<file path="config.mk">
export PLATFORM = sky130hd
export DESIGN_NAME = loop_body_lane
export DESIGN_NICKNAME = d
export VERILOG_FILES = /design/src/hw/loop_pkg.sv /design/src/hw/loop_body_lane.sv
export SDC_FILE = /design/constraint.sdc
export NUM_CORES = 1
export LEC_CHECK = 0
export BUFFER_PORTS_ARGS = -buffer_cell sky130_fd_sc_hd__clkbuf_2
export CAP_MARGIN = 10
export CORE_UTILIZATION = 45
export DETAILED_ROUTE_END_ITERATION = 16
export SLEW_MARGIN = 0
export SYNTH_ARGS = -nofsm -noshare
export SYNTH_HDL_FRONTEND = slang
export SYNTH_SLANG_ARGS = --single-unit
export TNS_END_PERCENT = 30
</file>
<file path="constraint.sdc">
create_clock -name clock -period 5.3 [get_ports clock]
set_input_delay 0.795 -clock clock [delete_from_list [all_inputs] [get_ports clock]]
set_output_delay 0.795 -clock clock [all_outputs]
set_load 0.02 [all_outputs]
</file>
<file path="src/hw/loop_pkg.sv">
/*
 * Loop engine shared definitions
 * Data widths of the index, product, sum and count, and FSM state encodings
 */
package loop_pkg;

    // ----------------------------------------
    // Data widths
    // ----------------------------------------
    // Loop index as walked by the generator
    typedef logic [31:0] index_t;

    // Square of one index
    typedef logic [63:0] result_t;

    // Accumulated sum, wraps modulo 2**64
    typedef logic [63:0] sum_t;

    // Iteration count
    typedef logic [31:0] count_t;

    // ----------------------------------------
    // FSM states
    // ----------------------------------------
    typedef enum logic [1:0] {
        IDLE,
        RUN,
        DRAIN
    } gen_state_e;

    typedef enum logic [1:0] {
        WAIT,
        MULT,
        SEND
    } lane_state_e;

endpackage

</file>
<file path="src/hw/loop_body_lane.sv">
/*
 * Loop body lane
 * Queues indices and squares each with a 32-step shift-add multiplier
 */
`timescale 1ns/1ps

module loop_body_lane import loop_pkg::*; #(
    parameter int LANE_DEPTH   = 2,
    parameter int RESULT_DEPTH = 2
) (
    input  logic    clock,
    input  logic    rstn,
    input  logic    idx_valid,
    input  index_t  idx_data,
    input  logic    res_credit,
    output logic    idx_credit,
    output logic    res_valid,
    output result_t res_data
);

    localparam int QAW = (LANE_DEPTH > 1) ? $clog2(LANE_DEPTH) : 1;
    localparam int QCW = $clog2(LANE_DEPTH + 1);
    localparam int RCW = $clog2(RESULT_DEPTH + 1);

    lane_state_e    state;
    index_t         q_mem [LANE_DEPTH];
    logic [QAW-1:0] q_wr;
    logic [QAW-1:0] q_rd;
    logic [QCW-1:0] q_occ;
    logic [RCW-1:0] res_cred;
    logic [4:0]     step;
    logic           take;
    result_t        acc;
    result_t        mcand;
    index_t         mplier;
    result_t        acc_src;
    result_t        mcand_src;
    index_t         mplier_src;
    result_t        acc_nxt;

    // ----------------------------------------
    // Input queue
    // ----------------------------------------
    // Space is guaranteed by the generator's credits
    assign take       = (state == WAIT) && (q_occ != '0);
    assign idx_credit = take;

    always_ff @(posedge clock or negedge rstn) begin
        if (!rstn) begin
            q_wr  <= '0;
            q_rd  <= '0;
            q_occ <= '0;
        end else begin
            if (idx_valid) begin
                q_wr <= (q_wr == QAW'(LANE_DEPTH - 1)) ? '0 : q_wr + 1'b1;
            end
            if (take) begin
                q_rd <= (q_rd == QAW'(LANE_DEPTH - 1)) ? '0 : q_rd + 1'b1;
            end
            q_occ <= q_occ + QCW'(idx_valid) - QCW'(take);
        end
    end

    always_ff @(posedge clock) begin
        if (idx_valid) begin
            q_mem[q_wr] <= idx_data;
        end
    end

    // ----------------------------------------
    // Shift-add squarer
    // ----------------------------------------
    // First step runs in the take cycle straight off the queue head
    always_comb begin
        if (state == WAIT) begin
            acc_src    = '0;
            mcand_src  = {32'b0, q_mem[q_rd]};
            mplier_src = q_mem[q_rd];
        end else begin
            acc_src    = acc;
            mcand_src  = mcand;
            mplier_src = mplier;
        end
        acc_nxt = mplier_src[0] ? acc_src + mcand_src : acc_src;
    end

    always_ff @(posedge clock) begin
        if (take || (state == MULT)) begin
            acc    <= acc_nxt;
            mcand  <= mcand_src << 1;
            mplier <= mplier_src >> 1;
        end
    end

    assign res_valid = (state == SEND) && (res_cred != '0);
    assign res_data  = acc;

    always_ff @(posedge clock or negedge rstn) begin
        if (!rstn) begin
            state    <= WAIT;
            step     <= '0;
            res_cred <= RCW'(RESULT_DEPTH);
        end else begin
            case (state)
                WAIT: begin
                    if (take) begin
                        step  <= 5'd1;
                        state <= MULT;
                    end
                end
                MULT: begin
                    step <= step + 1'b1;
                    // Step 32 lands here
                    if (step == 5'd31) begin
                        state <= SEND;
                    end
                end
                SEND: begin
                    if (res_valid) begin
                        state <= WAIT;
                    end
                end
                default: state <= WAIT;
            endcase
            res_cred <= res_cred + RCW'(res_credit) - RCW'(res_valid);
        end
    end

endmodule

</file>
==> metrics.md <==
| Metric | Value |
|---|---|
| Startpoint Class | `register` |
| CP arrival | `4.66 ns` |
| Area Overhead vs Synth | `12.3%` |
| Commonest cells after routing, fill and taps aside | `edfxtp_1 (222), clkbuf_2 (101), and2_1 (97)` |
| Vias in the first global route | `9,317` |
| Routed Antenna Nets | `0` |
| Hold_buf cts | `0` |
| Initial antenna violation count | `0` |
| Met3 routed WL | `1480 um` |
| Commonest non-fill, non-tap cell in the layout | `edfxtp_1` |
| Initial Util | `46.3%` |
| First-pass GRT wire length | `49,900 um` |
| Crit path to | `res_data[60]$_DFFE_PP_` |
| DR vias | `9,590` |
| Post-synth EDFFs | `222` |
| Syn_nets | `1,293` |
| DR pass1 iterations | `5` |
| CTS tree | `done` |
| Setup-failing EPs final | `0` |
| Crit end category | `register` |
| Syn Std Cell Area | `13,500 sq um` |
| Fin. max-slew vios | `0` |
| Worst rel slew slack | `32.4%` |
| Mux contribution to synthesized area | `2.45%` |
| Layout cell share with drive strength beyond 1 | `14.5%` |
| Vias per cell | `5.76` |
| Sequential fraction of the synthesis area | `51.9%` |
| Clk sink count | `235` |
| RD Place Congestion | `0.880` |
| Post-synthesis compound-gate area fraction | `19.8%` |
| Max Fanout on Critical Path | `61` |
| Die Span X | `175 um` |
| PnR worst setup slack | `0.923 ns` |
| Inserted Diodes | `0` |
| Met2 routed WL | `14,500 um` |
| Max Buffers Root-to-Sink | `3` |
| Setup Buffers After CTS | `0` |
| Synthesis warning total | `0` |
| CP Cell Sequence | `or2_2 -> and2_1 -> ha_1 -> a21oi_1 -> a22oi_1 -> nand4_1 -> a2111oi_4 -> o31ai_2 -> a2111oi_0 -> nand2b_1 -> or3_1 -> nand3_1` |
| Final nets | `1,368` |
| Critical Path Max Stage Delay | `0.68 ns` |
| Reg2reg start | `state[1]$_DFFE_PN0P_` |
| Worst Tran Pin Value | `1.01 ns` |
| Worst Setup SP | `state[1]$_DFFE_PN0P_` |
| Synthesized-area fraction occupied by adder cells | `6.47%` |
| Flop2flop setup slack | `0.92 ns` |
| Synth Area per Inst | `11.3 sq um` |
| DP HPWL | `22,100 um` |
| FP Rows | `62` |
| Setup TNS | `0 ns` |
| Highest clock rate | `0.228 GHz` |
| Reg2Reg Depth | `12` |
| Detailed Route WL | `31,100 um` |
| R2R Path End | `res_data[60]$_DFFE_PP_` |
| DR iter-0 viols | `670` |
| CTS Buf Count | `26` |
| Final period utilization | `82.6%` |
| Top Ports | `102` |
| Clk slew on worst S/H paths | `0.06 ns` |
| Xor-xnor portion of the synthesized cell area | `4.10%` |
| Crit Path Category | `reg -> reg` |
| GRT Residual Overflow | `0` |
| Die H | `175 um` |
| Later-pin clock latency in the skew report | `0.55 ns` |
| Tmin final | `4.38 ns` |
| Critical Path Slowest Stage Cell | `or2_2` |
| Worst Path Required | `5.58 ns` |
| Routed len/inst | `18.7 um` |
| Main combinational cell family by area after synthesis | `compound AO/OA/AOI/OAI gates` |
| CTS HTree Levels | `1` |
| Post-CTS Resized | `0` |
| DRC Markers | `0` |
| Die area | `30,600 sq um` |
| RSZ-0062 raised after global routing | `no` |
| Pin count of the biggest net entering global routing | `100` |
| DR top layer | `met4` |
| Final Hold Viols | `0` |
| Clk_skew | `0.0132 ns` |
| Status | `completed` |
| Count of input and output buffers | `101` |
| Core box area | `29,100 sq um` |
| Simple-Gate Fraction of Synth Area | `12.5%` |
| Max-cap viol count | `0` |
| Wl on met1 | `14,700 um` |
| Hold Path Class | `in -> async` |
| Asr flop ratio synth | `5.53%` |
| Cells after Synth | `1,188` |
| Clock root cell | `clkbuf_16` |
| GRT Overall Usage | `20.4%` |
| Register bit total from synthesis | `235` |
| Most frequently used flop master after synthesis | `edfxtp_1` |
| WHS | `0.140 ns` |
| Post-place setup slack | `0.965 ns` |
| Yosys cell types | `73` |
==> state kept, by name, indices dropped and copies added (netlist names), named ones only <==
| name | flops |
|---|---|
| q_mem | 64 |
| mcand | 63 |
| res_data | 63 |
| mplier | 31 |
| step | 5 |
| q_occ | 2 |
| res_cred | 2 |
| state | 2 |
| q_rd | 1 |
| q_wr | 1 |
==> final cells by class <==
cell class	count	area, sq um
clock buffer	30	666
clock inverter	17	138
fill	2632	14000
inverter	24	90.1
multi-input combinational	861	6120
sequential	235	6990
tap	384	480
timing repair buffer	115	636
==> critical path: cells and delay by family (launching register included) <==
kind / cells / cell delay, ns
AND/OR/NAND/NOR: 6 / 1.73
AO/OA/AOI/OAI: 5 / 1.51
flip-flops: 1 / 0.43
adder cells (fa/ha/maj): 1 / 0.41
==> metrics by stage <==
step / instance area, sq um / util (%) / instances
2_1_floorplan: 13500 / - / 1188
3_3_place_gp: 14300 / 49.2 / 1618
3_5_place_dp: 14300 / 49.2 / 1618
4_1_cts: 15100 / 51.9 / 1665
5_1_grt: 15100 / 52.0 / 1666
6_report: 15100 / 52.0 / 1666
==> layer usage <==
layer / vias to the layer above / track usage, %
met5: - / 0
met2: 220 / 33.0
met3: 32 / 2.74
met1: 4697 / 28.9
met4: 0 / 4.67
li1: 4641 / -
==> how the worst min path moves through the flow <==
stage,slack (ns),from,to
finish,0.14,rstn,q_wr$_DFFE_PN0P_
global route,0.14,rstn,q_wr$_DFFE_PN0P_
CTS,0.12,rstn,q_wr$_DFFE_PN0P_
detailed placement,0.46,q_occ[1]$_DFF_PN0_,q_occ[1]$_DFF_PN0_
global placement,0.46,q_occ[1]$_DFF_PN0_,q_occ[1]$_DFF_PN0_
floorplan,0.44,q_occ[1]$_DFF_PN0_,q_occ[1]$_DFF_PN0_
==> kinds of logic (layout without fill, tap and decap cells) <==
| group | Yosys count | after routing |
|---|---|---|
| DFF | 235 | 235 |
| buffers and inverters | 92 | 186 |
| xor gates and xnor gates | 63 | 63 |
| and+or+nand+nor | 322 | 322 |
| adders and majority gates | 69 | 69 |
| muxes | 33 | 33 |
| AOI/OAI and AO/OA | 373 | 373 |
| other | 1 | 1 |
==> cell usage after synthesis, types with 15 or more instances <==
library cell	n	area, sq um
a21oi_1	72	360
edfxtp_1	222	6670
o21a_1	61	458
a22o_1	55	482
nand4_1	26	163
xor2_1	24	210
nand3_1	15	75.1
nand2_1	81	304
and2_1	97	607
clkbuf_1	52	195
nor2_1	55	206
ha_1	68	851
inv_1	23	86.3
mux2i_1	33	330
a21o_1	44	330
xnor2_1	39	342
o21ai_0	47	235
Power is not shown: default switching activity piles up to over one toggle a cycle in this logic, so the estimate is an artifact.
