--- config.mk ---
export PLATFORM = sky130hd
export DESIGN_NAME = result_collector
export DESIGN_NICKNAME = d
export VERILOG_FILES = /design/src/hw/loop_pkg.sv /design/src/hw/fifo.sv /design/src/hw/result_collector.sv
export SDC_FILE = /design/constraint.sdc
export NUM_CORES = 1
export LEC_CHECK = 0
export ABC_CLOCK_PERIOD_IN_PS = 5700
export BUFFER_PORTS_ARGS = -buffer_cell sky130_fd_sc_hd__buf_4
export CAP_MARGIN = 10
export CELL_PAD_IN_SITES_DETAIL_PLACEMENT = 1
export CELL_PAD_IN_SITES_GLOBAL_PLACEMENT = 2
export CORE_UTILIZATION = 40
export DETAILED_ROUTE_END_ITERATION = 7
export HOLD_SLACK_MARGIN = 0.02
export PLACE_DENSITY = 0.79
export SETUP_SLACK_MARGIN = 0.2
export SYNTH_ARGS = -nofsm -noshare
export SYNTH_HDL_FRONTEND = slang
export SYNTH_SLANG_ARGS = --single-unit
--- constraint.sdc ---
create_clock -name clock -period 5.7 [get_ports clock]
set_input_delay 1.14 -clock clock [delete_from_list [all_inputs] [get_ports clock]]
set_output_delay 1.14 -clock clock [all_outputs]
set_load 0.1 [all_outputs]
--- src/hw/loop_pkg.sv ---
/*
 * Loop engine shared definitions
 * Data widths of the index, product, sum and count, and FSM state encodings
 */
package loop_pkg;

    // ----------------------------------------
    // Data widths
    // ----------------------------------------
    // Loop index as walked by the generator
    typedef logic [31:0] index_t;

    // Square of one index
    typedef logic [63:0] result_t;

    // Accumulated sum, wraps modulo 2**64
    typedef logic [63:0] sum_t;

    // Iteration count
    typedef logic [31:0] count_t;

    // ----------------------------------------
    // FSM states
    // ----------------------------------------
    typedef enum logic [1:0] {
        IDLE,
        RUN,
        DRAIN
    } gen_state_e;

    typedef enum logic [1:0] {
        WAIT,
        MULT,
        SEND
    } lane_state_e;

endpackage

--- src/hw/fifo.sv ---
/*
 * Synchronous FIFO, circular buffer with occupancy counter
 * First-word-fall-through read port
 */
`timescale 1ns/1ps

module fifo #(
    parameter int WIDTH = 32,
    parameter int DEPTH = 8
) (
    input  logic             clock,
    input  logic             rstn,
    input  logic             push,
    input  logic             pop,
    input  logic [WIDTH-1:0] data_in,
    output logic [WIDTH-1:0] data_out,
    output logic             full,
    output logic             empty
);

    localparam int AW = (DEPTH > 1) ? $clog2(DEPTH) : 1;
    localparam int CW = $clog2(DEPTH + 1);

    logic [WIDTH-1:0] mem [DEPTH];
    logic [AW-1:0]    wr_ptr;
    logic [AW-1:0]    rd_ptr;
    logic [CW-1:0]    count;
    logic             do_push;
    logic             do_pop;

    assign full     = (count == CW'(DEPTH));
    assign empty    = (count == '0);
    // Requests against a full or empty buffer are dropped
    assign do_push  = push && !full;
    assign do_pop   = pop && !empty;
    assign data_out = mem[rd_ptr];

    always_ff @(posedge clock or negedge rstn) begin
        if (!rstn) begin
            wr_ptr <= '0;
            rd_ptr <= '0;
            count  <= '0;
        end else begin
            if (do_push) begin
                wr_ptr <= (wr_ptr == AW'(DEPTH - 1)) ? '0 : wr_ptr + 1'b1;
            end
            if (do_pop) begin
                rd_ptr <= (rd_ptr == AW'(DEPTH - 1)) ? '0 : rd_ptr + 1'b1;
            end
            count <= count + CW'(do_push) - CW'(do_pop);
        end
    end

    always_ff @(posedge clock) begin
        if (do_push) begin
            mem[wr_ptr] <= data_in;
        end
    end

endmodule

--- src/hw/result_collector.sv ---
/*
 * Result collector
 * Drains lane results round-robin, sums and counts them, flags completion
 */
`timescale 1ns/1ps

module result_collector import loop_pkg::*; #(
    parameter int NUM_LANES    = 4,
    parameter int RESULT_DEPTH = 2
) (
    input  logic                 clock,
    input  logic                 rstn,
    input  logic                 start,
    input  logic [NUM_LANES-1:0] res_valid,
    input  result_t              res_data [NUM_LANES],
    input  logic                 issue_done,
    input  count_t               issue_count,
    output logic [NUM_LANES-1:0] res_credit,
    output logic                 busy,
    output logic                 done,
    output sum_t                 result_sum,
    output count_t               result_count
);

    localparam int LW = (NUM_LANES > 1) ? $clog2(NUM_LANES) : 1;

    result_t                q_data [NUM_LANES];
    logic [NUM_LANES-1:0]   q_empty;
    logic [LW-1:0]          rr_ptr;
    logic [LW-1:0]          sel_lane;
    logic                   pop_any;

    // One result queue per lane, sized to its credits
    for (genvar k = 0; k < NUM_LANES; k++) begin : g_queue
        fifo #(
            .WIDTH($bits(result_t)),
            .DEPTH(RESULT_DEPTH)
        ) u_result_fifo (
            .clock   (clock),
            .rstn    (rstn),
            .push    (res_valid[k]),
            .pop     (res_credit[k]),
            .data_in (res_data[k]),
            .data_out(q_data[k]),
            .full    (),
            .empty   (q_empty[k])
        );
    end

    // ----------------------------------------
    // Round-robin drain
    // ----------------------------------------
    always_comb begin
        int unsigned cand;
        pop_any  = 1'b0;
        sel_lane = rr_ptr;
        for (int i = NUM_LANES - 1; i >= 0; i--) begin
            cand = rr_ptr + i;
            if (cand >= NUM_LANES) begin
                cand = cand - NUM_LANES;
            end
            if (!q_empty[cand]) begin
                pop_any  = 1'b1;
                sel_lane = LW'(cand);
            end
        end
        for (int k = 0; k < NUM_LANES; k++) begin
            res_credit[k] = pop_any && (sel_lane == LW'(k));
        end
    end

    // All issued indices accounted for
    assign done = busy && issue_done && (result_count == issue_count);

    always_ff @(posedge clock or negedge rstn) begin
        if (!rstn) begin
            rr_ptr       <= '0;
            busy         <= 1'b0;
            result_sum   <= '0;
            result_count <= '0;
        end else begin
            if (pop_any) begin
                rr_ptr <= (sel_lane == LW'(NUM_LANES - 1)) ? '0 : sel_lane + 1'b1;
            end
            if (start && !busy) begin
                busy         <= 1'b1;
                result_sum   <= '0;
                result_count <= '0;
            end else begin
                if (done) begin
                    busy <= 1'b0;
                end
                if (pop_any) begin
                    result_sum   <= result_sum + q_data[sel_lane];
                    result_count <= result_count + 1'b1;
                end
            end
        end
    end

endmodule

==> metrics.cfg <==
[synthesis]
synth_area_um2=29300
syn_area_per_cell_um2=12.8
synth-edff-count=512
ys_seq_area_share_pct=62.3
synth_nets=2677
synthArstFlopShare_pct=18.3
yosys-top-cells-area=edfxtp_1 52%, dfrtp_1 9.8%, mux2_2 4.8%
synthCells=2289
synth_seq_cells=627
synth_cell_types=65
yosys.area.top_type_share_pct=52.5
synth_warnings=0
synth-main-ff-cell=edfxtp_1
synth_top_area_cell=edfxtp_1

[routing]
drc=0
wirelength_met1_um=38100
dr.max_layer_used=met4
via_per_inst=5.46
first_iter_violations=1097
routed_wirelength_um=90400
routedWlPerCell_um=24.3
dr.pass1.iters=5
met3RoutedLength_um=4610
met2_wirelength_um=45800
postRouteAntennaNets=0
route.vias.total=20300

[sta]
tightest_slew_ns=1.19
maxSlewViolCount=0
fmax_mhz=192
finalCritPeriodShare_pct=91.3
fin_setup_tns_ns=0
fin_crit_ns=5.20
hold_viol_final=0
slew_headroom_pct=20.7
setup_violations=0
rsz0062_at_grt=true
fin_skew_ns=0.0215

[floorplanning]
rows=98
die_h_um=273
die_area_um2=74300
core-area_um2=72000
initial_utilization_pct=40.7
die_w_um=273
io_pins=398

[placed_design]
gp_congestion=0.863
post-dp-hpwl_um=64900
port_buffers=397

[clock_network]
clkLatencyLatePin_ns=0.62
postCtsHoldBufs=0
cts_tree=yes
cts.clk_slew.worst_paths_ns=0.06
cts_buffers=71
cts-root-buf=clkbuf_16
cts.sinks=627
htree_levels=3
max-clock-path-buffers=3

[global_route]
grt_pass1_vias=21800
grt_overflow=0
grt_pass1_wl_um=134000
grt_antenna_before_repair=0
grt_max_degree=68
track_usage_pct=24.1

[setup_path]
arrival_ns=5.73
rrSetupSlack_ns=0.50
r2r_end=result_sum[63]$_DFFE_PN0P_
rr_startpoint=g_queue[2].u_result_fifo.count[0]$_DFF_PN0_
critPathRequiredTime_ns=6.23
path_class=register to register
crit_path_end=result_sum[63]$_DFFE_PN0P_
cp-start-kind=register
cp_max_fo=29
crit_start=g_queue[2].u_result_fifo.count[0]$_DFF_PN0_
endpoint_kind=register
worst_r2r_path_depth=21

[finish]
fillers=7291
syn_to_final_growth_pct=23.4
nNetsFinal=3097
drive_gt1_share_pct=26.6
final_core_util_pct=50.2
diodes=0

[job]
max-cap-violations=0

[status]
status=finished clean

[hold_path]
holdCritPathClass=primary input to asynchronous set/reset pin

## area by class of cell
type,instances,area [um^2],area share [%]
clock inverter,36,393,1.09
multi-input combinational,1508,10600,29.3
timing repair buffer,469,3670,10.2
clock buffer,90,1890,5.23
tap,950,1190,3.29
sequential,627,18300,50.6
inverter,32,120,0.332
## worst min path at each step
| stage | to | from | slack [ns] |
|---|---|---|---|
| 4_1_cts | result_count[21]$_DFFE_PN0P_ | rstn | 0.50 |
| 2_1_floorplan | g_queue[0].u_result_fifo.wr_ptr$_DFFE_PN0P_ | g_queue[0].u_result_fifo.wr_ptr$_DFFE_PN0P_ | 0.46 |
| 6_report | result_count[21]$_DFFE_PN0P_ | rstn | 0.51 |
| 5_1_grt | result_count[22]$_DFFE_PN0P_ | rstn | 0.53 |
| 3_5_place_dp | g_queue[1].u_result_fifo.count[1]$_DFF_PN0_ | g_queue[1].u_result_fifo.count[1]$_DFF_PN0_ | 0.51 |
| 3_3_place_gp | g_queue[1].u_result_fifo.count[1]$_DFF_PN0_ | g_queue[1].u_result_fifo.count[1]$_DFF_PN0_ | 0.48 |
## synth_stat cells (15+ instances only)
library cell / number
nand2_1: 281
nand4_1: 28
o211ai_1: 71
o21ai_0: 195
a211oi_1: 17
xor2_1: 69
nor3_1: 19
inv_1: 32
nor2b_1: 15
ha_1: 91
a21o_1: 27
dfrtp_1: 115
nand3_1: 28
nor2_1: 88
mux2_2: 126
xnor2_1: 60
edfxtp_1: 512
clkbuf_1: 104
mux2i_1: 131
a21oi_1: 115
## per-layer routing
layer / GRT usage, % / vias to the layer above
li1: - / 9373
met2: 42.1 / 450
met4: 6.40 / 0
met5: 0 / -
met1: 30.4 / 10300
met3: 4.96 / 113
## stage by stage
| stage | std cells | instance area, um^2 | setup WS (ns) | hold slack [ns] |
|---|---|---|---|---|
| 2_1_floorplan | 2289 | 29300 | 0.404 | 0.460 |
| 3_3_place_gp | 3576 | 33600 | -0.178 | 0.484 |
| 3_5_place_dp | 3576 | 33600 | -0.139 | 0.511 |
| 4_1_cts | 3703 | 35900 | 0.155 | 0.502 |
| 5_1_grt | 3712 | 36100 | 0.128 | 0.528 |
| 6_report | 3712 | 36100 | 0.498 | 0.511 |
## cell families after synthesis
logic type	share of synthesized area (%)
adders and majority gates	3.96
DFF	62.3
AOI/OAI and AO/OA	10.4
muxes	9.32
xor gates and xnor gates	3.86
buffers and inverters	2.04
and+or+nand+nor	8.07
## critical path, cell delays in order (launching register included)
cell and delay [ns]:
dfrtp_1 0.41, nor4_1 0.30, buf_4 0.19, o32ai_1 0.08
a222oi_1 0.26, buf_4 0.23, buf_6 0.23, buf_12 0.21
nand2_1 0.08, o211ai_1 0.09, o21ai_0 0.23, ha_1 0.42
o211ai_1 0.23, o211a_1 0.25, o22ai_1 0.17, o41a_1 0.50
o21ai_2 0.18, a21oi_1 0.09, o31a_1 0.25, or3_1 0.31
a21oi_1 0.20, mux2i_1 0.20
## state kept, by name, summed over array words and instances, names as in the netlist
signal                        count
g_queue.u_result_fifo.count       8
rr_ptr                            2
result_sum                       64
g_queue.u_result_fifo.mem       512
g_queue.u_result_fifo.rd_ptr      4
result_count                     32
g_queue.u_result_fifo.wr_ptr      4
busy                              1
## what timing repair did
item                                    CTS  global route
resized for setup                         4            25
setup buffers                             1             7
cloned                                    0             1
pin swaps                                 1             4
endpoints found under the setup margin   18            27
## cells in the final DEF (no fill, tap or decap), types with 6 or more instances in the layout
cell type | synthesis | layout
o21ai_0 | 195 | 188
edfxtp_1 | 512 | 512
nand2_1 | 281 | 281
nand3_1 | 28 | 27
or3_1 | 8 | 7
o21bai_1 | 12 | 12
nand4_1 | 28 | 28
and2_1 | 10 | 6
mux2_2 | 126 | 126
o21a_1 | 9 | 9
clkinv_2 | 0 | 8
clkinv_1 | 0 | 14
xor2_1 | 69 | 69
inv_1 | 32 | 32
ha_1 | 91 | 90
nand2b_1 | 9 | 9
and3_1 | 11 | 10
nor2b_1 | 15 | 14
buf_4 | 4 | 457
a211oi_1 | 17 | 16
dfrtp_1 | 115 | 111
nor4_1 | 10 | 8
nor2_1 | 88 | 80
buf_12 | 0 | 7
o211ai_1 | 71 | 71
nor3_1 | 19 | 19
bufinv_16 | 0 | 6
a31oi_1 | 7 | 7
clkbuf_16 | 0 | 73
xnor2_1 | 60 | 60
mux2i_1 | 131 | 131
a21o_1 | 27 | 27
clkbuf_1 | 104 | 16
a21oi_1 | 115 | 112
Power is left out: the tool's default activity adds up to more than one toggle a clock period on the data nets, which glitch-free logic cannot reach.
